<file path="config.mk">
export PLATFORM = sky130hd
export DESIGN_NAME = lab_top_flat
export DESIGN_NICKNAME = d
export VERILOG_FILES = /design/src/board_pkg.sv /design/src/sample_if.sv /design/src/panel_if.sv /design/src/lab_top.sv /design/src/flat_wrapper.sv
export SDC_FILE = /design/constraint.sdc
export NUM_CORES = 1
export LEC_CHECK = 0
export BUFFER_PORTS_ARGS = -buffer_cell sky130_fd_sc_hd__buf_2
export CAP_MARGIN = 20
export CORE_MARGIN = 2
export CORE_UTILIZATION = 30
export CTS_BUF_LIST = sky130_fd_sc_hd__clkbuf_8
export CTS_CLUSTER_DIAMETER = 60
export DETAILED_ROUTE_END_ITERATION = 6
export SETUP_SLACK_MARGIN = 0.4
export SLEW_MARGIN = 0
export SYNTH_ARGS = -nofsm -noshare
export SYNTH_HDL_FRONTEND = slang
export SYNTH_SLANG_ARGS = --single-unit
</file>
<file path="constraint.sdc">
create_clock -name clk -period 5.92 [get_ports clk]
set_input_delay 0.296 -clock clk [delete_from_list [all_inputs] [get_ports clk]]
set_output_delay 0.296 -clock clk [all_outputs]
set_load 0.02 [all_outputs]
</file>
<file path="src/board_pkg.sv">
package board_pkg;

    localparam int SAMPLE_W       = 24;
    localparam int SCK_DIV        = 4;     // clk cycles per half period of sck.
    localparam int SAMPLE_CREDITS = 2;
    localparam int TICK_CYCLES    = 65536;
    localparam int SIO_DIV        = 4;     // clk cycles per half period of sio_clk.
    localparam int N_DIGITS       = 8;

    typedef enum logic [1:0] {IDLE_WS, SHIFT, SKIP} i2s_state_t;

    typedef enum logic [2:0] {START, CMD, ADDR, DATA, KEYCMD, KEYREAD, STOP} tm_state_t;

    typedef enum logic [7:0]
    {
        WRITE_AUTO = 8'h40,
        READ_KEYS  = 8'h42,
        ADDR0      = 8'hC0,
        DISPLAY_ON = 8'h8F
    } tm_cmd_t;

    // Segment a is the msb and the decimal point h is the lsb.
    function automatic logic [7:0] hex_to_seg(input logic [3:0] nibble);
        case (nibble)
            4'h0: return 8'b1111_1100;
            4'h1: return 8'b0110_0000;
            4'h2: return 8'b1101_1010;
            4'h3: return 8'b1111_0010;
            4'h4: return 8'b0110_0110;
            4'h5: return 8'b1011_0110;
            4'h6: return 8'b1011_1110;
            4'h7: return 8'b1110_0000;
            4'h8: return 8'b1111_1110;
            4'h9: return 8'b1111_0110;
            4'ha: return 8'b1110_1110;
            4'hb: return 8'b0011_1110;
            4'hc: return 8'b1001_1100;
            4'hd: return 8'b0111_1010;
            4'he: return 8'b1001_1110;
            default: return 8'b1000_1110;
        endcase
    endfunction

endpackage

</file>
<file path="src/sample_if.sv">
`timescale 1ns/1ns

interface sample_if
    import board_pkg::*;
();

    logic                       valid;  // one cycle per word sent.
    logic signed [SAMPLE_W-1:0] value;
    logic                       credit; // each pulse returns one credit to the receiver.

    modport source
    (
        output valid,
        output value,
        input  credit
    );

    modport sink
    (
        input  valid,
        input  value,
        output credit
    );

endinterface

</file>
<file path="src/panel_if.sv">
`timescale 1ns/1ns

interface panel_if
    import board_pkg::*;
();

    logic [7:0] abcdefgh [N_DIGITS];   // digit 0 is the rightmost one.
    logic [7:0] led;
    logic [7:0] keys;
    logic       keys_valid;            // pulses once per completed key scan.

    modport display
    (
        output abcdefgh,
        output led,
        input  keys,
        input  keys_valid
    );

    modport panel
    (
        input  abcdefgh,
        input  led,
        output keys,
        output keys_valid
    );

endinterface

</file>
<file path="src/lab_top.sv">
`timescale 1ns/1ns

module lab_top
    import board_pkg::*;
(
    input  logic       clk,
    input  logic       arst_n,
    input  logic       tick,
    input  logic [3:0] sw,
    output logic [3:0] led,
    sample_if.sink     smp,
    panel_if.display   pnl
);

    logic [SAMPLE_W-1:0]                 peak;
    logic [SAMPLE_W-1:0]                 base;
    logic [SAMPLE_W-1:0]                 mag;
    logic [$clog2(SAMPLE_CREDITS+1)-1:0] owed;      // credits held back during freeze.
    logic [7:0]                          key_seen;
    logic                                freeze;
    logic                                clear;

    assign freeze = sw[0];
    assign clear  = pnl.keys_valid && pnl.keys[0];
    assign mag    = smp.value[SAMPLE_W-1] ? $unsigned(-smp.value) : $unsigned(smp.value);
    assign base   = tick ? peak >> 1 : peak;       // the decayed peak is what a sample competes with.

    always_ff @(posedge clk or negedge arst_n)
    begin
        if (!arst_n)
            peak <= '0;
        else if (clear)
            peak <= '0;
        else if (smp.valid && mag > base)
            peak <= mag;
        else
            peak <= base;
    end

    always_ff @(posedge clk or negedge arst_n)
    begin
        if (!arst_n)
        begin
            smp.credit <= 1'b0;
            owed       <= '0;
            key_seen   <= '0;
        end
        else
        begin
            smp.credit <= !freeze && (smp.valid || owed != '0);
            if (smp.valid && freeze)
                owed <= owed + 1'b1;
            else if (!freeze && !smp.valid && owed != '0)
                owed <= owed - 1'b1;  // pay back one owed credit per cycle.
            if (pnl.keys_valid)
                key_seen <= pnl.keys;
        end
    end

    assign pnl.led = key_seen;

    for (genvar i = 0; i < 4; i++)
    begin : g_led
        assign led[i] = (peak >> (20 + i)) != '0;
    end

    for (genvar d = 0; d < N_DIGITS; d++)
    begin : g_digit
        if (d < SAMPLE_W / 4)
        begin : g_hex
            assign pnl.abcdefgh[d] = hex_to_seg(peak[4 * d +: 4]);
        end
        else
        begin : g_blank
            assign pnl.abcdefgh[d] = 8'h00;
        end
    end

endmodule

</file>
<file path="src/flat_wrapper.sv">
// flat-port wrapper written by rule: the top's interface ports become plain ports
module lab_top_flat import board_pkg::*;
  (clk, arst_n, tick, sw, led, smp_valid, smp_value, smp_credit, pnl_abcdefgh, pnl_led, pnl_keys, pnl_keys_valid);
  sample_if smp_i ();
  panel_if pnl_i ();
  input  logic clk;
  input  logic arst_n;
  input  logic tick;
  input  logic [3:0] sw;
  output logic [3:0] led;
  input wire logic [$bits(smp_i.valid)-1:0] smp_valid;
  input wire logic [$bits(smp_i.value)-1:0] smp_value;
  output wire logic [$bits(smp_i.credit)-1:0] smp_credit;
  output wire logic [$bits(pnl_i.abcdefgh)-1:0] pnl_abcdefgh;
  output wire logic [$bits(pnl_i.led)-1:0] pnl_led;
  input wire logic [$bits(pnl_i.keys)-1:0] pnl_keys;
  input wire logic [$bits(pnl_i.keys_valid)-1:0] pnl_keys_valid;
  assign smp_i.valid = smp_valid;
  assign smp_i.value = smp_value;
  assign smp_credit = smp_i.credit;
  assign pnl_abcdefgh = {>>{pnl_i.abcdefgh}};
  assign pnl_led = pnl_i.led;
  assign pnl_i.keys = pnl_keys;
  assign pnl_i.keys_valid = pnl_keys_valid;
  lab_top u_core (.clk(clk), .arst_n(arst_n), .tick(tick), .sw(sw), .led(led), .smp(smp_i), .pnl(pnl_i));
endmodule
</file>
==> impl_results.md <==
- Status: finished clean
- F_max: 0.231 GHz
- Avg WL per Cell: 13.1 um
- Hpwl dp: 8100 um
- Worst slew pin tran: 0.997 ns
- Tot Pwr: 1.95 mW
- Port bufs: 92
- Sum Neg Setup Slack: 0 ns
- Synth top area share: 19.4%
- Cells after DPL: 801
- Post-route ant nets: 0
- Post-synth EDFFs: 0
- Worst setup margin: 1.59 ns
- Cell Area, Placed: 5010 sq um
- Fraction of layout cells with a size suffix above 1: 19.4%
- Synth Instances: 553
- Overflow left after global routing: 0
- Syn avg cell area: 8.16 sq um
- Crit Path Category: primary input to flop
- # rows: 44
- Clock Pin Slew Worst Setup and Hold Paths: 0.07 ns
- Mapped Area: 4510 sq um
- CTS Buf Count: 5
- Initial Util: 30.9%
- Crit end category: flop
- Slowest CP cell: o311a_1
- Final period utilization: 73.1%
- Setup bufs post-CTS: 0
- CTS root buf: clkbuf_8
- Layout area overhead: 12.6%
- Pleak: 2.37 nW
- Clk Latency, worst-skew pair: 0.29 ns
- Unrepaired setup endpoints after global routing: no
- Worst-path cell chain: buf_2, nor4_1, nand4b_1, o41ai_1, xnor2_1, ha_1, nand4_1, nor3_1, a2111oi_2, o21ai_0, o311a_1, mux2_2
- Fin. Hold Viols: 0
- Clk buf depth: 2
- Critical Path RT: 6.09 ns
- Worst slew margin relative to its limit: 33.5%
- Final Max Slew Viols: 0
- Core area: 14600 sq um
- Pwr Density: 384 nW/um^2
- Post-CTS Resized: 0
- Starting DRC count in detailed routing: 231
- Initial antenna violation count: 0
- Via count: 3836
- Vias per cell: 4.75
- Post-synthesis sequential area ratio: 19.4%
- RR Startpoint: u_core.peak[2]$_DFF_PN0_
- Largest net degree at the start of global routing: 43
- Die width: 127 um
- Final net count: 732
- Total GRT Usage: 12.8%
- Hold Crit Class: primary input to async pin
- Max Cap Viol: 0
- H-tree level count: 2
- Drt pass-1 iters: 7
- Cell taking the most area after synthesis: dfrtp_1
- Count leader, synth: ha_1
- Flip-flop and latch area: 876 sq um
- Startpoint Class: primary input
- Clock sink count: 35
- Die ar.: 16000 sq um
- Vias in the first global route: 3524
- Cell variety after synth: 53
- Final Skew: 0.0121 ns
- Worst endpoint data arrival time: 4.50 ns
- Area contributors post-synth: dfrtp_1 19%, ha_1 19%, mux2i_1 10%
- DRC Markers: 0
- Async S/R FF share, synth: 100%
- Post-route cell area: 5080 sq um
- Yosys Warn Count: 0
- Final setup violating endpoints: 0
- Cts hold-fix bufs: 0
- First-pass GRT wire length: 17100 um
- Setup crit start: smp_value[9]
- Chip height: 127 um
- Area of the multi-input gates: 3330 sq um
- Maximum net fanout on the critical path: 16
- CTS tree: yes
- Post-synth top flop: dfrtp_1
- I/O Pins: 118
- Pre-CTS WS: 1.17 ns
- Non-filler cells, final: 808
- Worst VDD drop: 177 uV
- Fill cells: 1582
- Final min period: 4.33 ns
- Drt total wl: 10600 um
- Commonest cells in the netlist: 67 x ha_1, 59 x nand2_1, 49 x nor2_1, 45 x mux2i_1, 41 x a21oi_1
- Yosys reg bits: 35
- CP max stage delay: 0.91 ns
- Gpl congestion: 0.785
==> state kept, by name, summed over array words and instances, names as in the netlist <==
| name | cells |
|---|---|
| u_core.smp.credit | 1 |
| u_core.owed | 2 |
| u_core.pnl.led | 8 |
| u_core.peak | 24 |
==> per-layer routing <==
layer	share of wire, %	global-route usage (%)	vias up
met5	0	0	-
met4	0.29	1.87	0
met3	6.2	2.36	4
met2	45	21.0	93
met1	48	18.0	1722
li1	-	-	2017
==> report_power, final <==
group	internal [mW]	total, mW	switching, mW
clock network	0.0769	0.164	0.0874
logic	0.531	1.30	0.771
registers	0.305	0.484	0.179
total	0.913	1.95	1.04
==> worst max-delay path: cells and delay by family <==
family | cells | cell delay, ns
compound gates | 4 | 1.86
xor+xnor | 1 | 0.14
fa+ha+maj | 1 | 0.32
buf+inv | 1 | 0.11
mux | 1 | 0.41
simple gates | 4 | 1.36
==> cell families after synthesis <==
family                     after synthesis  synth area share, %
DFF                                     35                 19.4
AOI/OAI and AO/OA                      119                 17.2
adders and majority gates               67                 18.6
and+or+nand+nor                        171                 17.9
other                                    1               0.0831
buffers and inverters                   78                 8.60
muxes                                   59                 13.8
xor gates and xnor gates                23                 4.46
==> final timing paths <==
path / end / slack (ns) / cells after the start
setup / recovery: u_core.peak[3]$_DFF_PN0_ / 1.59 / 12
hold / removal: u_core.pnl.led[4]$_DFFE_PN0P_ / 0.11 / 1
setup reg to reg: u_core.peak[3]$_DFF_PN0_ / 2.24 / 7
hold reg to reg: u_core.pnl.led[5]$_DFFE_PN0P_ / 0.51 / 1
max in group asynchronous: u_core.peak[9]$_DFF_PN0_ / 5.27 / 1
min in group clk: u_core.smp.credit$_DFF_PN0_ / 0.20 / 2
==> final cells by class <==
class	count	share of cell area, %
Multi-Input combinational cell	461	65.5
Sequential cell	35	17.2
Timing Repair Buffer	93	9.21
Tap cell	184	4.53
Inverter	28	2.07
Clock buffer	5	1.35
Clock inverter	1	0.0739
Antenna cell	1	0.0492
==> cells in the final DEF, fill, tap and decap left out, drive strengths merged, types with 3 or more instances in the layout <==
cell type / count
a31oi: 9
xnor2: 23
a211oi: 6
nand3: 5
buf: 93
nor3: 5
conb: 22
inv: 29
o21ai: 26
nor2: 49
and2: 7
a22oi: 3
o31ai: 6
dfrtp: 35
nor2b: 6
nand2b: 22
mux2: 13
ha: 67
o41ai: 8
a21oi: 41
mux2i: 45
a21o: 3
nand2: 59
or4: 4
nand4: 5
a22o: 4
clkbuf: 5
==> per-stage QoR <==
step | hold slack (ns) | util [%]
3_3_place_gp | 0.469 | 34.3
4_1_cts | 0.152 | 34.8
6_report | 0.108 | 34.8
3_5_place_dp | 0.470 | 34.3
2_1_floorplan | 0.000409 | -
5_1_grt | 0.187 | 34.8
No activity file was read; power rests on OpenSTA's default activity.
