$ cat src/board_pkg.sv
package board_pkg;

    localparam int SAMPLE_W       = 24;
    localparam int SCK_DIV        = 4;     // clk cycles per half period of sck.
    localparam int SAMPLE_CREDITS = 2;
    localparam int TICK_CYCLES    = 65536;
    localparam int SIO_DIV        = 4;     // clk cycles per half period of sio_clk.
    localparam int N_DIGITS       = 8;

    typedef enum logic [1:0] {IDLE_WS, SHIFT, SKIP} i2s_state_t;

    typedef enum logic [2:0] {START, CMD, ADDR, DATA, KEYCMD, KEYREAD, STOP} tm_state_t;

    typedef enum logic [7:0]
    {
        WRITE_AUTO = 8'h40,
        READ_KEYS  = 8'h42,
        ADDR0      = 8'hC0,
        DISPLAY_ON = 8'h8F
    } tm_cmd_t;

    // Segment a is the msb and the decimal point h is the lsb.
    function automatic logic [7:0] hex_to_seg(input logic [3:0] nibble);
        case (nibble)
            4'h0: return 8'b1111_1100;
            4'h1: return 8'b0110_0000;
            4'h2: return 8'b1101_1010;
            4'h3: return 8'b1111_0010;
            4'h4: return 8'b0110_0110;
            4'h5: return 8'b1011_0110;
            4'h6: return 8'b1011_1110;
            4'h7: return 8'b1110_0000;
            4'h8: return 8'b1111_1110;
            4'h9: return 8'b1111_0110;
            4'ha: return 8'b1110_1110;
            4'hb: return 8'b0011_1110;
            4'hc: return 8'b1001_1100;
            4'hd: return 8'b0111_1010;
            4'he: return 8'b1001_1110;
            default: return 8'b1000_1110;
        endcase
    endfunction

endpackage

$ cat src/sample_if.sv
`timescale 1ns/1ns

interface sample_if
    import board_pkg::*;
();

    logic                       valid;  // one cycle per word sent.
    logic signed [SAMPLE_W-1:0] value;
    logic                       credit; // each pulse returns one credit to the receiver.

    modport source
    (
        output valid,
        output value,
        input  credit
    );

    modport sink
    (
        input  valid,
        input  value,
        output credit
    );

endinterface

$ cat src/inmp441_i2s_receiver.sv
`timescale 1ns/1ns

module inmp441_i2s_receiver
    import board_pkg::*;
(
    input  logic     clk,
    input  logic     arst_n,
    output logic     sck,
    output logic     ws,
    output logic     lr,
    input  logic     sd,
    sample_if.source smp
);

    logic [$clog2(SCK_DIV)-1:0]          div_cnt;
    logic [5:0]                          slot;      // sck period within the 64-period frame.
    logic [5:0]                          slot_next;
    logic [4:0]                          bit_cnt;
    logic [SAMPLE_W-1:0]                 shreg;
    logic [$clog2(SAMPLE_CREDITS+1)-1:0] credits;
    i2s_state_t                          state;
    logic                                sck_edge;
    logic                                rise;
    logic                                fall;
    logic                                word_end;

    assign lr        = 1'b0;                      // the microphone talks in the left slot.
    assign sck_edge  = (div_cnt == SCK_DIV - 1);
    assign rise      = sck_edge && !sck;
    assign fall      = sck_edge && sck;
    assign slot_next = slot + 6'd1;
    assign word_end  = rise && (state == SHIFT) && (bit_cnt == SAMPLE_W - 1);

    always_ff @(posedge clk or negedge arst_n)
    begin
        if (!arst_n)
        begin
            div_cnt <= '0;
            sck     <= 1'b0;
            ws      <= 1'b0;
            slot    <= '0;
        end
        else
        begin
            div_cnt <= sck_edge ? '0 : div_cnt + 1'b1;
            if (sck_edge)
                sck <= !sck;
            if (fall)
            begin
                slot <= slot_next;
                ws   <= slot_next[5];  // low for slots 0 to 31, high for the right half.
            end
        end
    end

    always_ff @(posedge clk or negedge arst_n)
    begin
        if (!arst_n)
        begin
            state   <= IDLE_WS;
            bit_cnt <= '0;
        end
        else
        begin
            case (state)
                IDLE_WS:
                    if (rise && slot == '0)
                    begin
                        state   <= SHIFT;    // slot 0 carries no data, the msb follows.
                        bit_cnt <= '0;
                    end
                SHIFT:
                    if (rise)
                    begin
                        bit_cnt <= bit_cnt + 1'b1;
                        if (bit_cnt == SAMPLE_W - 1)
                            state <= SKIP;
                    end
                SKIP:
                    if (ws)
                        state <= IDLE_WS;    // wait out the right half of the frame.
                default:
                    state <= IDLE_WS;
            endcase
        end
    end

    always_ff @(posedge clk)
    begin
        if (rise && state == SHIFT)
            shreg <= {shreg[SAMPLE_W-2:0], sd};
        if (word_end)
            smp.value <= {shreg[SAMPLE_W-2:0], sd};
    end

    always_ff @(posedge clk or negedge arst_n)
    begin
        if (!arst_n)
        begin
            smp.valid <= 1'b0;
            credits   <= ($bits(credits))'(SAMPLE_CREDITS);
        end
        else
        begin
            smp.valid <= word_end && (credits != '0);  // with no credit left the word is lost.
            credits   <= credits - smp.valid + smp.credit;
        end
    end

    a_valid_has_credit: assert property (@(posedge clk) disable iff (!arst_n)
        smp.valid |-> credits != '0);

    a_credit_bound: assert property (@(posedge clk) disable iff (!arst_n)
        credits <= SAMPLE_CREDITS);

endmodule

$ cat src/flat_wrapper.sv
// flat-port wrapper written by rule: the top's interface ports become plain ports
module inmp441_i2s_receiver_flat import board_pkg::*;
  (clk, arst_n, sck, ws, lr, sd, smp_valid, smp_value, smp_credit);
  sample_if smp_i ();
  input  logic clk;
  input  logic arst_n;
  output logic sck;
  output logic ws;
  output logic lr;
  input  logic sd;
  output wire logic [$bits(smp_i.valid)-1:0] smp_valid;
  output wire logic [$bits(smp_i.value)-1:0] smp_value;
  input wire logic [$bits(smp_i.credit)-1:0] smp_credit;
  assign smp_valid = smp_i.valid;
  assign smp_value = smp_i.value;
  assign smp_i.credit = smp_credit;
  inmp441_i2s_receiver u_core (.clk(clk), .arst_n(arst_n), .sck(sck), .ws(ws), .lr(lr), .sd(sd), .smp(smp_i));
endmodule
$ cat config.mk
export PLATFORM = sky130hd
export DESIGN_NAME = inmp441_i2s_receiver_flat
export DESIGN_NICKNAME = d
export VERILOG_FILES = /design/src/board_pkg.sv /design/src/sample_if.sv /design/src/inmp441_i2s_receiver.sv /design/src/flat_wrapper.sv
export SDC_FILE = /design/constraint.sdc
export NUM_CORES = 1
export LEC_CHECK = 0
export BUFFER_PORTS_ARGS = -buffer_cell sky130_fd_sc_hd__clkbuf_2
export CAP_MARGIN = 20
export CORE_MARGIN = 2
export CORE_UTILIZATION = 45
export CTS_CLUSTER_SIZE = 8
export DETAILED_ROUTE_END_ITERATION = 12
export PLACE_DENSITY_LB_ADDON = 0.15
export SYNTH_ARGS = -nofsm -noshare
export SYNTH_HDL_FRONTEND = slang
export SYNTH_SLANG_ARGS = --single-unit
$ cat constraint.sdc
create_clock -name clk -period 2.2 [get_ports clk]
set_input_delay 0.44 -clock clk [delete_from_list [all_inputs] [get_ports clk]]
set_output_delay 0.44 -clock clk [all_outputs]
set_load 0.01 [all_outputs]
==> results.sh <==
export IMPL_rsz0062_at_grt="no"
export IMPL_async_flop_share_pct=28.79
export IMPL_slowest_delay_ns=0.35
export IMPL_maxSlewViolCount=0
export IMPL_via_per_inst=4.673
export IMPL_criticalPathCategory="reg -> reg"
export IMPL_wl_per_cell_um=12.80
export IMPL_insertion_delay_ns=0.33
export IMPL_drt_initial_drc_count=29
export IMPL_antenna_found_initial=0
export IMPL_critical_path_peak_fanout=26
export IMPL_vias=1145
export IMPL_area_growth_pct=18.75
export IMPL_status="finished, final reports clean"
export IMPL_synthFlopType="edfxtp_1"
export IMPL_critPathLaunchType="flop"
export IMPL_grt_pass1_vias=1122
export IMPL_tritoncts="built"
export IMPL_synth_area_leaders="edfxtp_1 61%, dfrtp_1 19%, ha_1 3.2%, xnor2_1 2.6%, dfstp_2 1.1%"
export IMPL_synth_net_count=140
export IMPL_slowest_stage="dfrtp_1"
export IMPL_synth_edf_count=47
export IMPL_synth_commonest_cells="47 x edfxtp_1, 18 x dfrtp_1, 7 x inv_1, 7 x nand2_1, 7 x xnor2_1"
export IMPL_crit_start="u_core.div_cnt[0]"
export IMPL_grt_use_total_pct=12.44
export IMPL_antenna_cells=0
export IMPL_synthCells=130
export IMPL_drt_total_wl_mm=3.135
export IMPL_rows=26
export IMPL_drt_pass1_iter_count=4
export IMPL_dp_slack_ns=0.4377
export IMPL_min_delay_path_class="in -> async"
export IMPL_timing_final_ws_setup_ns=0.4590
export IMPL_top_level_ports=32
export IMPL_synth_compound_area_share_pct=3.187
export IMPL_grt_first_pass_wirelength_mm=4.968
export IMPL_synth_seq_area_share_pct=81.52
export IMPL_finalHoldViolations=0
export IMPL_synthMuxAreaShare_pct=0
export IMPL_worstPathCellList="ha_1, nand4bb_1, nor2_2, buf_4"
export IMPL_netlist_area_leader_share_pct=60.94
export IMPL_clock_sinks=66
export IMPL_port_buffers=30
export IMPL_gr_total_overflow=0
export IMPL_holdWs_ns=0.05048
export IMPL_drv_cap=0
export IMPL_p_leak_nw=1.075
export IMPL_synth_xor_area_share_pct=3.025
export IMPL_antenna_left=0
export IMPL_yosys_area_share_simple_pct=6.807
export IMPL_dpl_hpwl_mm=2.103
export IMPL_start_util_pct=45.93
export IMPL_skew_ns=0.005727
export IMPL_synthDistinctLibCells=33
export IMPL_power_density_nw_per_um2=862.7
export IMPL_drive_above_1_share_pct=29.14
export IMPL_path_clk_slew_ns=0.07
export IMPL_die_h_um=75.74
export IMPL_cts_resized=0
export IMPL_clk_path_buf_depth=2
export IMPL_synth_most_common_cell="edfxtp_1"
export IMPL_r2r_start="u_core.div_cnt[0]"
export IMPL_finalSetupViolations=0
export IMPL_gp_congestion=0.7765
export IMPL_dieArea_um2=5737
export IMPL_cp_required_ns=2.20
export IMPL_die_x_um=75.74
export IMPL_synth_top_area_cell="edfxtp_1"
export IMPL_cts_buffers_inserted=9
export IMPL_syn_area_um2=2316
export IMPL_post_route_drc_count=0
export IMPL_peakVddDrop_v=0.0005671
export IMPL_synth_top_family_by_area="simple AND/OR/NAND/NOR gates"
export IMPL_cts_setup_buffers=0
export IMPL_fin_nets=180
export IMPL_rrSetupSlack_ns=0.46
export IMPL_cp_data_arrival_time_ns=1.74
export IMPL_fmax_ghz=0.5744
export IMPL_h_tree_depth=3
export IMPL_min_period_ns=1.741
export IMPL_synthAdderAreaFrac_pct=3.241
export IMPL_numPlacedInstances=229
export IMPL_core_area_um2=5042
export IMPL_cp_num_buf_inv=1
export IMPL_yosysWarnings=0
export IMPL_period_share_pct=79.14
export IMPL_ys_seq_elements=66
export IMPL_root_buffer="clkbuf_8"
export IMPL_hold_buffers=0
export IMPL_instances_no_fill=245
export IMPL_critPathTopFamily="simple AND/OR/NAND/NOR gates"
export IMPL_tns_ns=0
export IMPL_r2r_end="u_core.smp.value[21]"
export IMPL_fillers=409
export IMPL_grt_max_degree=27
export IMPL_reg2regPathDepth=4
export IMPL_endpoint_kind="flop"
export IMPL_syn_area_per_cell_um2=17.82
## layout make-up
type,instances,area (um^2),share of cell area (%)
Sequential cell,66,1888,68.65
Multi-Input combinational cell,53,382.9,13.92
Timing Repair Buffer,33,172.7,6.278
Clock buffer,9,123.9,4.504
Tap cell,70,87.58,3.185
Clock inverter,7,68.82,2.502
Inverter,7,26.28,0.9554
## worst register-to-register path: cells and delay by family (launching register included)
family                     cells  cell delay, ns
and+or+nand+nor                2            0.48
buffers and inverters          1            0.33
adders and majority gates      1            0.25
DFF                            1            0.35
## stage by stage
stage	power [mW]	instance area, um^2	utilization (%)
floorplan	1.426	2318	-
global placement	1.438	2557	50.72
detailed placement	1.451	2557	50.72
CTS	2.412	2750	54.54
global route	2.468	2750	54.54
finish	2.373	2750	54.54
## cell families (layout without fill, tap and decap cells)
| family | after synthesis | count (layout) |
|---|---|---|
| flops | 66 | 66 |
| simple gates | 27 | 27 |
| compound gates | 11 | 11 |
| buf+inv | 11 | 56 |
| xor+xnor | 8 | 8 |
| fa+ha+maj | 6 | 6 |
| other cells | 1 | 1 |
## sequential cells by signal, summed over array words and instances (netlist names)
register          count
u_core.div_cnt        2
u_core.state          2
u_core.bit_cnt        5
u_core.sck            1
u_core.slot           6
u_core.smp.valid      1
u_core.shreg         23
u_core.credits        2
u_core.smp.value     24
## how the worst max path moves through the flow
stage,endpoint,cells past startpoint
5_1_grt,u_core.smp.value[11],4
4_1_cts,u_core.smp.value[23],4
3_5_place_dp,u_core.smp.value[23],4
6_report,u_core.smp.value[21],4
2_1_floorplan,u_core.smp.value[0],4
3_3_place_gp,u_core.smp.value[2],4
## routing by layer
layer  part of all wire (%)  GRT usage, %  up-vias  wire [um]
met5                      0             0        -          0
met4                    2.7         9.357        0         85
met3                    4.0         4.233        9        126
met2                     48         18.01       26       1514
met1                     45         15.39      558       1408
li1                       -             -      552          -
## layout by cell type (no fill, tap or decap), types with 2 or more instances in the layout
master and instances:
inv_1 7, nand4_1 2, ha_1 6, clkbuf_2 30, clkinv_1 2, or3_1 2, buf_4 3, o21ai_0 4
nor2_1 3, clkinvlp_4 3, clkbuf_8 9, nand3_1 3, edfxtp_1 47, xnor2_1 7, nand2_1 7, dfrtp_1 18
## where the power goes
group	internal [mW]	switching, mW
Combinational	0.0298	0.0336
Sequential	1.35	0.0117
Clock	0.518	0.434
(Power assumes the default switching activity.)
