**config.mk**
```make
export PLATFORM = sky130hd
export DESIGN_NAME = tick_gen
export DESIGN_NICKNAME = d
export VERILOG_FILES = /design/src/board_pkg.sv /design/src/tick_gen.sv
export SDC_FILE = /design/constraint.sdc
export NUM_CORES = 1
export LEC_CHECK = 0
export BUFFER_PORTS_ARGS = -buffer_cell sky130_fd_sc_hd__buf_2
export CAP_MARGIN = 25
export CORE_MARGIN = 4
export CORE_UTILIZATION = 35
export DETAILED_ROUTE_END_ITERATION = 6
export PLACE_DENSITY = 0.55
export SYNTH_ARGS = -nofsm -noshare
export SYNTH_HDL_FRONTEND = slang
export SYNTH_SLANG_ARGS = --single-unit
```
**constraint.sdc**
```tcl
create_clock -name clk -period 1.4 [get_ports clk]
set_clock_uncertainty 0.15 [all_clocks]
set_input_delay 0.21 -clock clk [delete_from_list [all_inputs] [get_ports clk]]
set_output_delay 0.21 -clock clk [all_outputs]
set_load 0.05 [all_outputs]
```
**src/board_pkg.sv**
```systemverilog
package board_pkg;

    localparam int SAMPLE_W       = 24;
    localparam int SCK_DIV        = 4;     // clk cycles per half period of sck.
    localparam int SAMPLE_CREDITS = 2;
    localparam int TICK_CYCLES    = 65536;
    localparam int SIO_DIV        = 4;     // clk cycles per half period of sio_clk.
    localparam int N_DIGITS       = 8;

    typedef enum logic [1:0] {IDLE_WS, SHIFT, SKIP} i2s_state_t;

    typedef enum logic [2:0] {START, CMD, ADDR, DATA, KEYCMD, KEYREAD, STOP} tm_state_t;

    typedef enum logic [7:0]
    {
        WRITE_AUTO = 8'h40,
        READ_KEYS  = 8'h42,
        ADDR0      = 8'hC0,
        DISPLAY_ON = 8'h8F
    } tm_cmd_t;

    // Segment a is the msb and the decimal point h is the lsb.
    function automatic logic [7:0] hex_to_seg(input logic [3:0] nibble);
        case (nibble)
            4'h0: return 8'b1111_1100;
            4'h1: return 8'b0110_0000;
            4'h2: return 8'b1101_1010;
            4'h3: return 8'b1111_0010;
            4'h4: return 8'b0110_0110;
            4'h5: return 8'b1011_0110;
            4'h6: return 8'b1011_1110;
            4'h7: return 8'b1110_0000;
            4'h8: return 8'b1111_1110;
            4'h9: return 8'b1111_0110;
            4'ha: return 8'b1110_1110;
            4'hb: return 8'b0011_1110;
            4'hc: return 8'b1001_1100;
            4'hd: return 8'b0111_1010;
            4'he: return 8'b1001_1110;
            default: return 8'b1000_1110;
        endcase
    endfunction

endpackage

```
**src/tick_gen.sv**
```systemverilog
`timescale 1ns/1ns

module tick_gen
    import board_pkg::*;
(
    input  logic clk,
    input  logic arst_n,
    output logic tick
);

    logic [$clog2(TICK_CYCLES)-1:0] cnt;
    logic                           wrap;

    assign wrap = (cnt == TICK_CYCLES - 1);

    always_ff @(posedge clk or negedge arst_n)
    begin
        if (!arst_n)
        begin
            cnt  <= '0;
            tick <= 1'b0;
        end
        else
        begin
            cnt  <= wrap ? '0 : cnt + 1'b1;
            tick <= wrap;  // registered, so the first tick lands TICK_CYCLES edges after reset.
        end
    end

    a_tick_single: assert property (@(posedge clk) disable iff (!arst_n)
        tick |=> !tick);

endmodule

```
==> results of run 1 <==
## placed cells by master, fill, tap and decap left out, drive strengths merged, types with 2 or more instances in the layout
master and instances:
nand4 6, nor2 9, xor2 5, nor3 4, clkbuf 3, nand2 3, or3 2, buf 33
xnor2 8, dfrtp 17, nand3 4, inv 4
## how the worst max path moves through the flow
| stage | slack, ns | to | cells after the start |
|---|---|---|---|
| finish | -0.16 | cnt[15]$_DFF_PN0_ | 4 |
| global route | -0.22 | cnt[15]$_DFF_PN0_ | 6 |
| CTS | -0.15 | cnt[15]$_DFF_PN0_ | 4 |
| detailed placement | -0.13 | cnt[15]$_DFF_PN0_ | 4 |
| global placement | -0.09 | cnt[15]$_DFF_PN0_ | 4 |
| floorplan | -0.14 | cnt[15]$_DFF_PN0_ | 4 |
## per-stage QoR
| stage | hold WS [ns] | utilization [%] |
|---|---|---|
| CTS | 0.195 | 56.4 |
| global route | 0.217 | 56.7 |
| detailed placement | 0.00290 | 48.0 |
| finish | 0.191 | 56.7 |
| global placement | 0.00621 | 48.0 |
| floorplan | -0.236 | - |
## sequential cells by signal, indices dropped and copies added (netlist names)
signal,cells
cnt,16
tick,1
## power by group
group          internal, W  switching, W   total, W  leakage (nW)
sequential        0.000491             0   0.000491         0.223
combinational   0.00000282    0.00000966  0.0000125         0.292
clock             0.000109      0.000167   0.000276        0.0139
total             0.000603      0.000176   0.000779         0.529
## timing repair
action	in CTS	in global routing
hold buffers	1	0
setup buffers	10	2
resized for setup	9	5
endpoints found under the setup margin	13	13
hold endpoints to repair	17	0
pin swaps	4	2
gates cloned	1	0
## area by class of cell
type	count	area [um^2]	share of cell area [%]
timing repair buffer	34	277	23.9
clock buffer	3	22.5	1.94
tap	27	33.8	2.92
clock inverter	1	7.51	0.648
multi-input combinational	48	378	32.6
sequential	17	425	36.7
inverter	4	15.0	1.30
## per-layer routing
layer / GRT usage (%) / up-vias / routed length [um]
met5: 0 / - / 0
met4: 6.88 / 0 / 30
met3: 6.17 / 5 / 59
met2: 22.2 / 7 / 780
met1: 18.2 / 304 / 785
li1: - / 309 / -
## Yosys cell counts
cell,n
nor4_1,1
xnor2_1,8
nand3_2,1
and4_1,1
o21ai_0,1
nand3_1,3
or3_4,1
nand2_1,3
nand4_1,5
xor2_1,5
or3_1,1
a21oi_2,1
and2_1,1
nor2_1,9
nor3_4,1
ha_1,1
nor3_1,3
nor2b_1,1
dfrtp_1,17
inv_1,4
nand4_4,1
## logic make-up (layout without fill, tap and decap cells)
| logic type | after synthesis | count (layout) | share of synthesized area (%) |
|---|---|---|---|
| DFF | 17 | 17 | 54.6 |
| and+or+nand+nor | 32 | 32 | 25.5 |
| adders and majority gates | 1 | 1 | 1.60 |
| xor gates and xnor gates | 13 | 13 | 14.6 |
| AOI/OAI and AO/OA | 2 | 2 | 1.77 |
| buffers and inverters | 4 | 42 | 1.93 |
==> metrics.md, run 1 <==
| Metric | Value |
|---|---|
| Vias in the first global route | `676` |
| N_diodes | `0` |
| IO Count | `3` |
| Max-slew violations | `0` |
| R2R Path Start | `cnt[9]$_DFF_PN0_` |
| Clock-pin slew on the worst setup and hold paths | `0.11 ns` |
| Vias | `625` |
| Row count | `16` |
| CTS tree | `done` |
| CP endpoint kind | `flop` |
| Status | `finished, violations left` |
| Most frequent CP cell | `or3_4` |
| Crit. Startpoint | `cnt[9]$_DFF_PN0_` |
| Layout cells sized above 1 | `48.6%` |
| Synth warn | `0` |
| Total grt overflow | `0` |
| Reg2Reg Setup Slack | `-0.16 ns` |
| Max VDD drop | `0.600 mV` |
| Antenna Nets Post-Route | `0` |
| Area after DPL | `981 um^2` |
| Die area | `3050 um^2` |
| Cells after DPL | `117` |
| Final Power | `0.000779 W` |
| DIE WIDTH | `55.2 um` |
| RSZ-0062 raised after global routing | `yes` |
| Hold WC Path Type | `input port to asynchronous set/reset pin` |
| R2R depth | `4` |
| Clk root buf | `clkbuf_4` |
| Top cell type's share of synthesized area | `54.6%` |
| Fmax | `643 MHz` |
| Crit share post-route | `111%` |
| CORE AREA | `2040 um^2` |
| Final Hold Vio Count | `0` |
| Yosys cell types | `21` |
| Synthesized flop and latch total | `17` |
| Leak | `0.529 nW` |
| Drt first pass iters | `2` |
| Syn nets | `72` |
| TNS Setup | `-1.11 ns` |
| Post-route cell area | `1160 um^2` |
| Synth area leader | `dfrtp_1` |
| Fillers | `186` |
| Finished Layout Cells | `134` |
| Initial antenna violation count | `0` |
| Routability Congestion | `0.720` |
| Top delay family on crit path | `simple AND/OR/NAND/NOR gates` |
| Vias per Instance | `4.66` |
| CP Cell Sequence | `nand3_2 > or3_4 > or3_4 > a21oi_2` |
| Worst relative slew slack | `73.9%` |
| Startpoint class of the critical path | `flop` |
| Max Cap Violations | `0` |
| Final setup fails | `11` |
| I/O Buffers | `2` |
| First-pass GRT wire length | `2.98 mm` |
| DR iter-0 viols | `6` |
| Slowest Stage Delay on Critical Path | `0.39 ns` |
| Fin worst setup slack | `-0.156 ns` |
| Chip height | `55.2 um` |
| Post-synthesis average cell area | `11.3 um^2` |
| CTS Sinks | `17` |
| Crit Path Category | `flop to flop` |
| Buf+Inv Stages, Crit Path | `0` |
| Post-Syn Instances | `69` |
| Avg WL per Cell | `12.4 um` |
| Total Routing Usage GR | `14.7%` |
| Power Density | `672 nW/um^2` |
| Nets@finish | `111` |
| Worst Tran Pin Value | `0.391 ns` |
| CP Data Required Time | `1.48 ns` |
| Syn-to-layout area delta | `48.6%` |
| H-Tree Depth | `1` |
| CTS Buf Count | `3` |
| Dominant cells by area after synthesis | `dfrtp_1, xnor2_1, xor2_1, nor2_1, nand4_1` |
| Pre-CTS setup slack | `-0.126 ns` |
| Clock Latency Late Sink | `0.31 ns` |
| Minimum clock period | `1.56 ns` |
| Failing checks | `negative setup slack` |
| Clock Tree Buf Depth | `2` |
| Pin count of the biggest net entering global routing | `18` |
| Register area share after synthesis | `54.6%` |
| Arr. time, crit path | `1.64 ns` |
| Slowest-stage cell, CP | `or3_4` |
| Crit path max fanout | `3` |
| Worst R2R End | `cnt[15]$_DFF_PN0_` |
| DP HPWL | `1.04 mm` |
| Mapped Area | `779 um^2` |
| Initial Util | `38.2%` |
| Final WL | `1.66 mm` |
| DRC | `0` |
Power figures use the tool's default switching activity.
==> inputs of run 2 (changes only) <==
--- a/config.mk
+++ b/config.mk
@@ -8,9 +8,9 @@
 export BUFFER_PORTS_ARGS = -buffer_cell sky130_fd_sc_hd__buf_2
 export CAP_MARGIN = 25
 export CORE_MARGIN = 4
-export CORE_UTILIZATION = 35
+export CORE_UTILIZATION = 25
 export DETAILED_ROUTE_END_ITERATION = 6
-export PLACE_DENSITY = 0.55
+export SLEW_MARGIN = 20
 export SYNTH_ARGS = -nofsm -noshare
 export SYNTH_HDL_FRONTEND = slang
 export SYNTH_SLANG_ARGS = --single-unit
==> metrics.md, run 2 (synthesis results as in run 1) <==
| Metric | Value |
|---|---|
| Crit share post-route | `110% (-1.5 points)` |
| Avg WL per Cell | `10.9 um (-12%)` |
| Row count | `20 (+4)` |
| Crit path max fanout | `3 (unchanged)` |
| Finished Layout Cells | `147 (+9.7%)` |
| DR iter-0 viols | `25 (+19)` |
| Worst relative slew slack | `74.4% (+0.50 points)` |
| CTS Buf Count | `3 (unchanged)` |
| Max-slew violations | `0 (unchanged)` |
| N_diodes | `0 (unchanged)` |
| Most frequent cells in the layout | `buf_4, dfrtp_1, xnor2_1` |
| First-pass GRT wire length | `2.90 mm (-2.6%)` |
| Final setup fails | `10 (-1)` |
| RSZ-0062 raised after global routing | `yes` |
| CTS tree | `done` |
| Total grt overflow | `0 (unchanged)` |
| Clock Tree Buf Depth | `2 (unchanged)` |
| CORE AREA | `3030 um^2 (+48%)` |
| CP Data Required Time | `1.45 ns (-0.03 ns)` |
| H-Tree Depth | `1 (unchanged)` |
| Max Cap Violations | `0 (unchanged)` |
| Status | `finished, violations left` |
| Startpoint class of the critical path | `flop` |
| Initial Util | `25.7% (-12 points)` |
| Clock-pin slew on the worst setup and hold paths | `0.11 ns (about the same)` |
| Final Power | `0.000780 W (+0.10%)` |
| Fin worst setup slack | `-0.136 ns (+0.0205 ns)` |
| Drt first pass iters | `4 (+2)` |
| CTS Sinks | `17 (unchanged)` |
| Final WL | `1.60 mm (-3.3%)` |
| Layout cells sized above 1 | `50.5% (+1.9 points)` |
| Hold WC Path Type | `input port to asynchronous set/reset pin` |
| Clock Latency Late Sink | `0.30 ns (about the same)` |
| DIE WIDTH | `63.8 um (+16%)` |
| Register with the most flip-flops | `cnt` |
| Vias in the first global route | `652 (-3.6%)` |
| Max VDD drop | `0.211 mV (-65%)` |
| Power Density | `666 nW/um^2 (-0.97%)` |
| Slowest-stage cell, CP | `dfrtp_1` |
| Top Registers | `cnt (16), tick (1)` |
| Clk root buf | `clkbuf_4` |
| Total Routing Usage GR | `9.06% (-5.7 points)` |
| Final Hold Vio Count | `0 (unchanged)` |
| Largest register FFs | `16 (unchanged)` |
| Minimum clock period | `1.54 ns (-0.0205 ns)` |
| Buf+Inv Stages, Crit Path | `1 (+1)` |
| Initial antenna violation count | `0 (unchanged)` |
| Cells after DPL | `133 (+14%)` |
| Commonest non-fill, non-tap cell in the layout | `buf_4` |
| Vias | `598 (-4.3%)` |
| Syn-to-layout area delta | `50.2%` |
| Routability Congestion | `0.775 (+7.7%)` |
| Die area | `4080 um^2 (+34%)` |
| CP endpoint kind | `flop` |
| Fmax | `651 MHz (+1.3%)` |
| IO Count | `3 (unchanged)` |
| Slowest Stage Delay on Critical Path | `0.43 ns (+0.04 ns)` |
| Leak | `0.521 nW (-1.7%)` |
| DP HPWL | `1.07 mm (+3.2%)` |
| Crit Path Category | `flop to flop` |
| CP Cell Sequence | `buf_6 > nand4_1 > nor4_2 > xnor2_1 > nor2_2` |
| I/O Buffers | `2 (unchanged)` |
| Failing checks | `negative setup slack` |
| Top delay family on crit path | `simple AND/OR/NAND/NOR gates` |
| Vias per Instance | `4.07 (-13%)` |
| Pin count of the biggest net entering global routing | `18 (unchanged)` |
| Antenna Nets Post-Route | `0 (unchanged)` |
| Arr. time, crit path | `1.59 ns (-0.05 ns)` |
| Worst Tran Pin Value | `0.384 ns (-0.00752 ns)` |
| DRC | `0 (unchanged)` |
| Chip height | `63.8 um (+16%)` |
| Nets@finish | `107 (-3.6%)` |
[run 2: repair_timing]
item	in CTS	in global routing
hold endpoints to repair	17	0
setup buffers	7	2
setup endpoints to repair	12	13
hold buffers	1	0
gates resized for setup	10	10
pin swaps	8	8
[run 2: worst paths after layout]
kind | cells after the start | slack (ns) | start | endpoint
worst max-delay path | 5 | -0.14 | cnt[0]$_DFF_PN0_ | cnt[13]$_DFF_PN0_
worst min-delay path | 2 | 0.20 | arst_n | cnt[7]$_DFF_PN0_
worst max register to register | 5 | -0.14 | cnt[0]$_DFF_PN0_ | cnt[13]$_DFF_PN0_
worst min register to register | 2 | 0.40 | cnt[14]$_DFF_PN0_ | cnt[14]$_DFF_PN0_
max in group asynchronous | 2 | 0.63 | arst_n | cnt[14]$_DFF_PN0_
min in group clk | 2 | 0.40 | cnt[14]$_DFF_PN0_ | cnt[14]$_DFF_PN0_
[run 2: through the flow]
stage / setup TNS (ns) / util, % / cell area (um^2) / hold slack (ns) / setup WS, ns
2_1_floorplan: -0.830 / - / 782 / -0.236 / -0.144
3_3_place_gp: -0.397 / 32.4 / 982 / -0.00214 / -0.0824
3_5_place_dp: -0.560 / 32.4 / 982 / 0.00192 / -0.128
4_1_cts: -0.849 / 36.7 / 1110 / 0.197 / -0.145
5_1_grt: -1.81 / 38.7 / 1170 / 0.215 / -0.195
6_report: -0.786 / 38.7 / 1170 / 0.196 / -0.136
[run 2: routing by layer]
layer  routed length [um]  global-route usage, %
met1                  709                   10.6
met5                    0                      0
met4                   18                   2.43
met2                  821                   15.6
met3                   51                   3.16
[run 2: final cells by class]
type / count / area, um^2
timing repair buffer: 30 / 238
sequential: 17 / 425
clock buffer: 3 / 22.5
clock inverter: 1 / 7.51
multi-input combinational: 48 / 408
fill: 291 / 1860
tap: 44 / 55.1
inverter: 4 / 15.0
[run 2: power breakdown]
part,switching [W],internal (W),total (W)
Clock,0.000168,0.000109,0.000277
Combinational,0.00000948,0.00000282,0.0000123
Sequential,0,0.000491,0.000491
==> inputs of run 3 (changes only) <==
--- a/config.mk
+++ b/config.mk
@@ -10,6 +10,7 @@
 export CORE_MARGIN = 4
 export CORE_UTILIZATION = 25
 export DETAILED_ROUTE_END_ITERATION = 6
+export REMOVE_ABC_BUFFERS = 1
 export SLEW_MARGIN = 20
 export SYNTH_ARGS = -nofsm -noshare
 export SYNTH_HDL_FRONTEND = slang
==> metrics.md, run 3 (synthesis results as in run 1) <==
| Metric | Value |
|---|---|
| Clk root buf | `clkbuf_4` |
| Drt first pass iters | `4 (unchanged)` |
| Clock Tree Buf Depth | `2 (unchanged)` |
| I/O Buffers | `2 (unchanged)` |
| Layout cells sized above 1 | `50.0% (-0.49 points)` |
| Initial antenna violation count | `0 (unchanged)` |
| DRC | `0 (unchanged)` |
| Fillers | `287 (-1.4%)` |
| Initial Util | `25.7% (unchanged)` |
| TNS Setup | `-1.61 ns (-0.823 ns)` |
| Final setup fails | `14 (+4)` |
| DR iter-0 viols | `13 (-48%)` |
| Status | `finished, violations left` |
| Clock power share | `35.2% (-0.3 points)` |
| Arr. time, crit path | `1.64 ns (+0.05 ns)` |
| Worst relative slew slack | `73.9% (-0.49 points)` |
| Antenna Nets Post-Route | `0 (unchanged)` |
| Avg WL per Cell | `11.8 um (+8.7%)` |
| IO Count | `3 (unchanged)` |
| Leak | `0.563 nW (+8.2%)` |
| DP HPWL | `1.11 mm (+3.6%)` |
| Final Power | `0.000777 W (-0.35%)` |
| Reg2Reg Setup Slack | `-0.20 ns (-0.06 ns)` |
| Failing checks | `negative setup slack` |
| Final WL | `1.78 mm (+11%)` |
| Chip height | `63.8 um (unchanged)` |
| Register with the most flip-flops | `cnt` |
| Pre-CTS setup slack | `-0.138 ns (-0.00999 ns)` |
| Crit share post-route | `114% (+4.3 points)` |
| Worst Tran Pin Value | `0.391 ns (+0.00729 ns)` |
| Max VDD drop | `0.250 mV (+19%)` |
| Pint | `0.000600 W (-0.42%)` |
| Total Routing Usage GR | `9.89% (+0.84 points)` |
| Pin count of the biggest net entering global routing | `18 (unchanged)` |
| Total grt overflow | `0 (unchanged)` |
| CTS Sinks | `17 (unchanged)` |
| Vias in the first global route | `710 (+8.9%)` |
| Largest register FFs | `16 (unchanged)` |
| Switching Share | `22.8% (+0.051 points)` |
| CTS Buf Count | `3 (unchanged)` |
| Minimum clock period | `1.60 ns (+0.0601 ns)` |
| Switching Power | `0.000177 W (-0.13%)` |
| Clock Latency Late Sink | `0.30 ns (about the same)` |
| Clock-pin slew on the worst setup and hold paths | `0.11 ns (about the same)` |
| Startpoint class of the critical path | `flop` |
| DIE WIDTH | `63.8 um (unchanged)` |
| Vias per Instance | `4.22 (+3.7%)` |
| Commonest non-fill, non-tap cell in the layout | `buf_4` |
| Routability Congestion | `0.757 (-2.3%)` |
| First-pass GRT wire length | `3.17 mm (+9.3%)` |
| Worst R2R End | `cnt[11]$_DFF_PN0_` |
| Vias | `633 (+5.9%)` |
| RSZ-0062 raised after global routing | `yes` |
| CP endpoint kind | `flop` |
| Max Cap Violations | `0 (unchanged)` |
| Top Registers | `cnt (16), tick (1)` |
| Power Density | `650 nW/um^2 (-2.3%)` |
| Reg power frac | `63.2% (+0.3 points)` |
| Die area | `4080 um^2 (unchanged)` |
| Crit path max fanout | `5 (+2)` |
| Syn-to-layout area delta | `53.3%` |
| CTS tree | `done` |
| Crit Path Category | `flop to flop` |
| Hold WC Path Type | `input port to asynchronous set/reset pin` |
| Fin worst setup slack | `-0.196 ns (-0.0601 ns)` |
| Fmax | `627 MHz (-3.8%)` |
| H-Tree Depth | `1 (unchanged)` |
| CORE AREA | `3030 um^2 (unchanged)` |
| R2R Path Start | `cnt[11]$_DFF_PN0_` |
| Logic gate share of total power | `1.6% (about the same)` |
| N_diodes | `0 (unchanged)` |
| CP Data Required Time | `1.44 ns (about the same)` |
| Row count | `20 (unchanged)` |
| Most frequent cells in the layout | `buf_4, dfrtp_1, xnor2_1` |
| Nets@finish | `110 (+2.8%)` |
| Final Hold Vio Count | `0 (unchanged)` |
| R2R depth | `6 (+1)` |
| Max-slew violations | `0 (unchanged)` |
==> run 3: worst max path at each step <==
stage                       from                 to  slack (ns)  depth (start not counted)
6_report       cnt[11]$_DFF_PN0_  cnt[11]$_DFF_PN0_       -0.20                          6
5_1_grt        cnt[11]$_DFF_PN0_   cnt[9]$_DFF_PN0_       -0.26                          6
4_1_cts        cnt[10]$_DFF_PN0_  cnt[15]$_DFF_PN0_       -0.16                          4
3_5_place_dp   cnt[10]$_DFF_PN0_  cnt[15]$_DFF_PN0_       -0.14                          4
3_3_place_gp   cnt[10]$_DFF_PN0_  cnt[15]$_DFF_PN0_       -0.11                          4
2_1_floorplan   cnt[8]$_DFF_PN0_  cnt[15]$_DFF_PN0_       -0.14                          4
==> run 3: routing by layer <==
| layer | track usage (%) | wire (um) | up-vias |
|---|---|---|---|
| met4 | 0.809 | 0 | 0 |
| li1 | - | - | 308 |
| met2 | 18.7 | 947 | 7 |
| met5 | 0 | 0 | - |
| met3 | 3.69 | 59 | 0 |
| met1 | 10.7 | 769 | 318 |
==> run 3: cell type report <==
class                   count  area, um^2  area share [%]
clock buffers               3        22.5            1.88
clock inverters             1        5.00           0.419
inverters                   4        15.0            1.26
multi-input cells          48         403            33.7
flip-flops and latches     17         425            35.6
well taps                  44        55.1            4.61
repair buffers             33         269            22.5
==> run 3: timing repair <==
| action | in CTS | in global routing |
|---|---|---|
| hold buffers | 1 | 0 |
| cloned | 1 | 0 |
| gates resized for setup | 14 | 8 |
| endpoints found under the setup margin | 13 | 13 |
| setup buffers | 4 | 5 |
| pin swaps | 4 | 7 |
| hold endpoints to repair | 17 | 0 |
==> run 3: power by group through the flow <==
stage | logic (W) | registers, W | clock network (W)
floorplan | 0.000000000121 | 0.000500 | 0
global placement | 0.0000108 | 0.000500 | 0
detailed placement | 0.0000114 | 0.000500 | 0
CTS | 0.0000136 | 0.000491 | 0.000291
global route | 0.0000151 | 0.000491 | 0.000318
finish | 0.0000126 | 0.000491 | 0.000273
==> run 3: critical path, cell delays in order (launching register included) <==
cell,delay [ns]
dfrtp_1,0.39
nand3_2,0.13
or3_4,0.38
nor3_4,0.15
buf_4,0.15
buf_12,0.10
nor2_1,0.04
==> run 3: metrics by stage <==
stage	hold slack [ns]	std cells	utilization, %	cell area [um^2]
after floorplan	-0.236	69	-	779
after global placement	-0.00193	138	34.0	1030
after detailed placement	0.00841	138	34.0	1030
after CTS	0.206	148	38.5	1170
after global routing	0.225	150	39.5	1190
final	0.214	150	39.5	1190
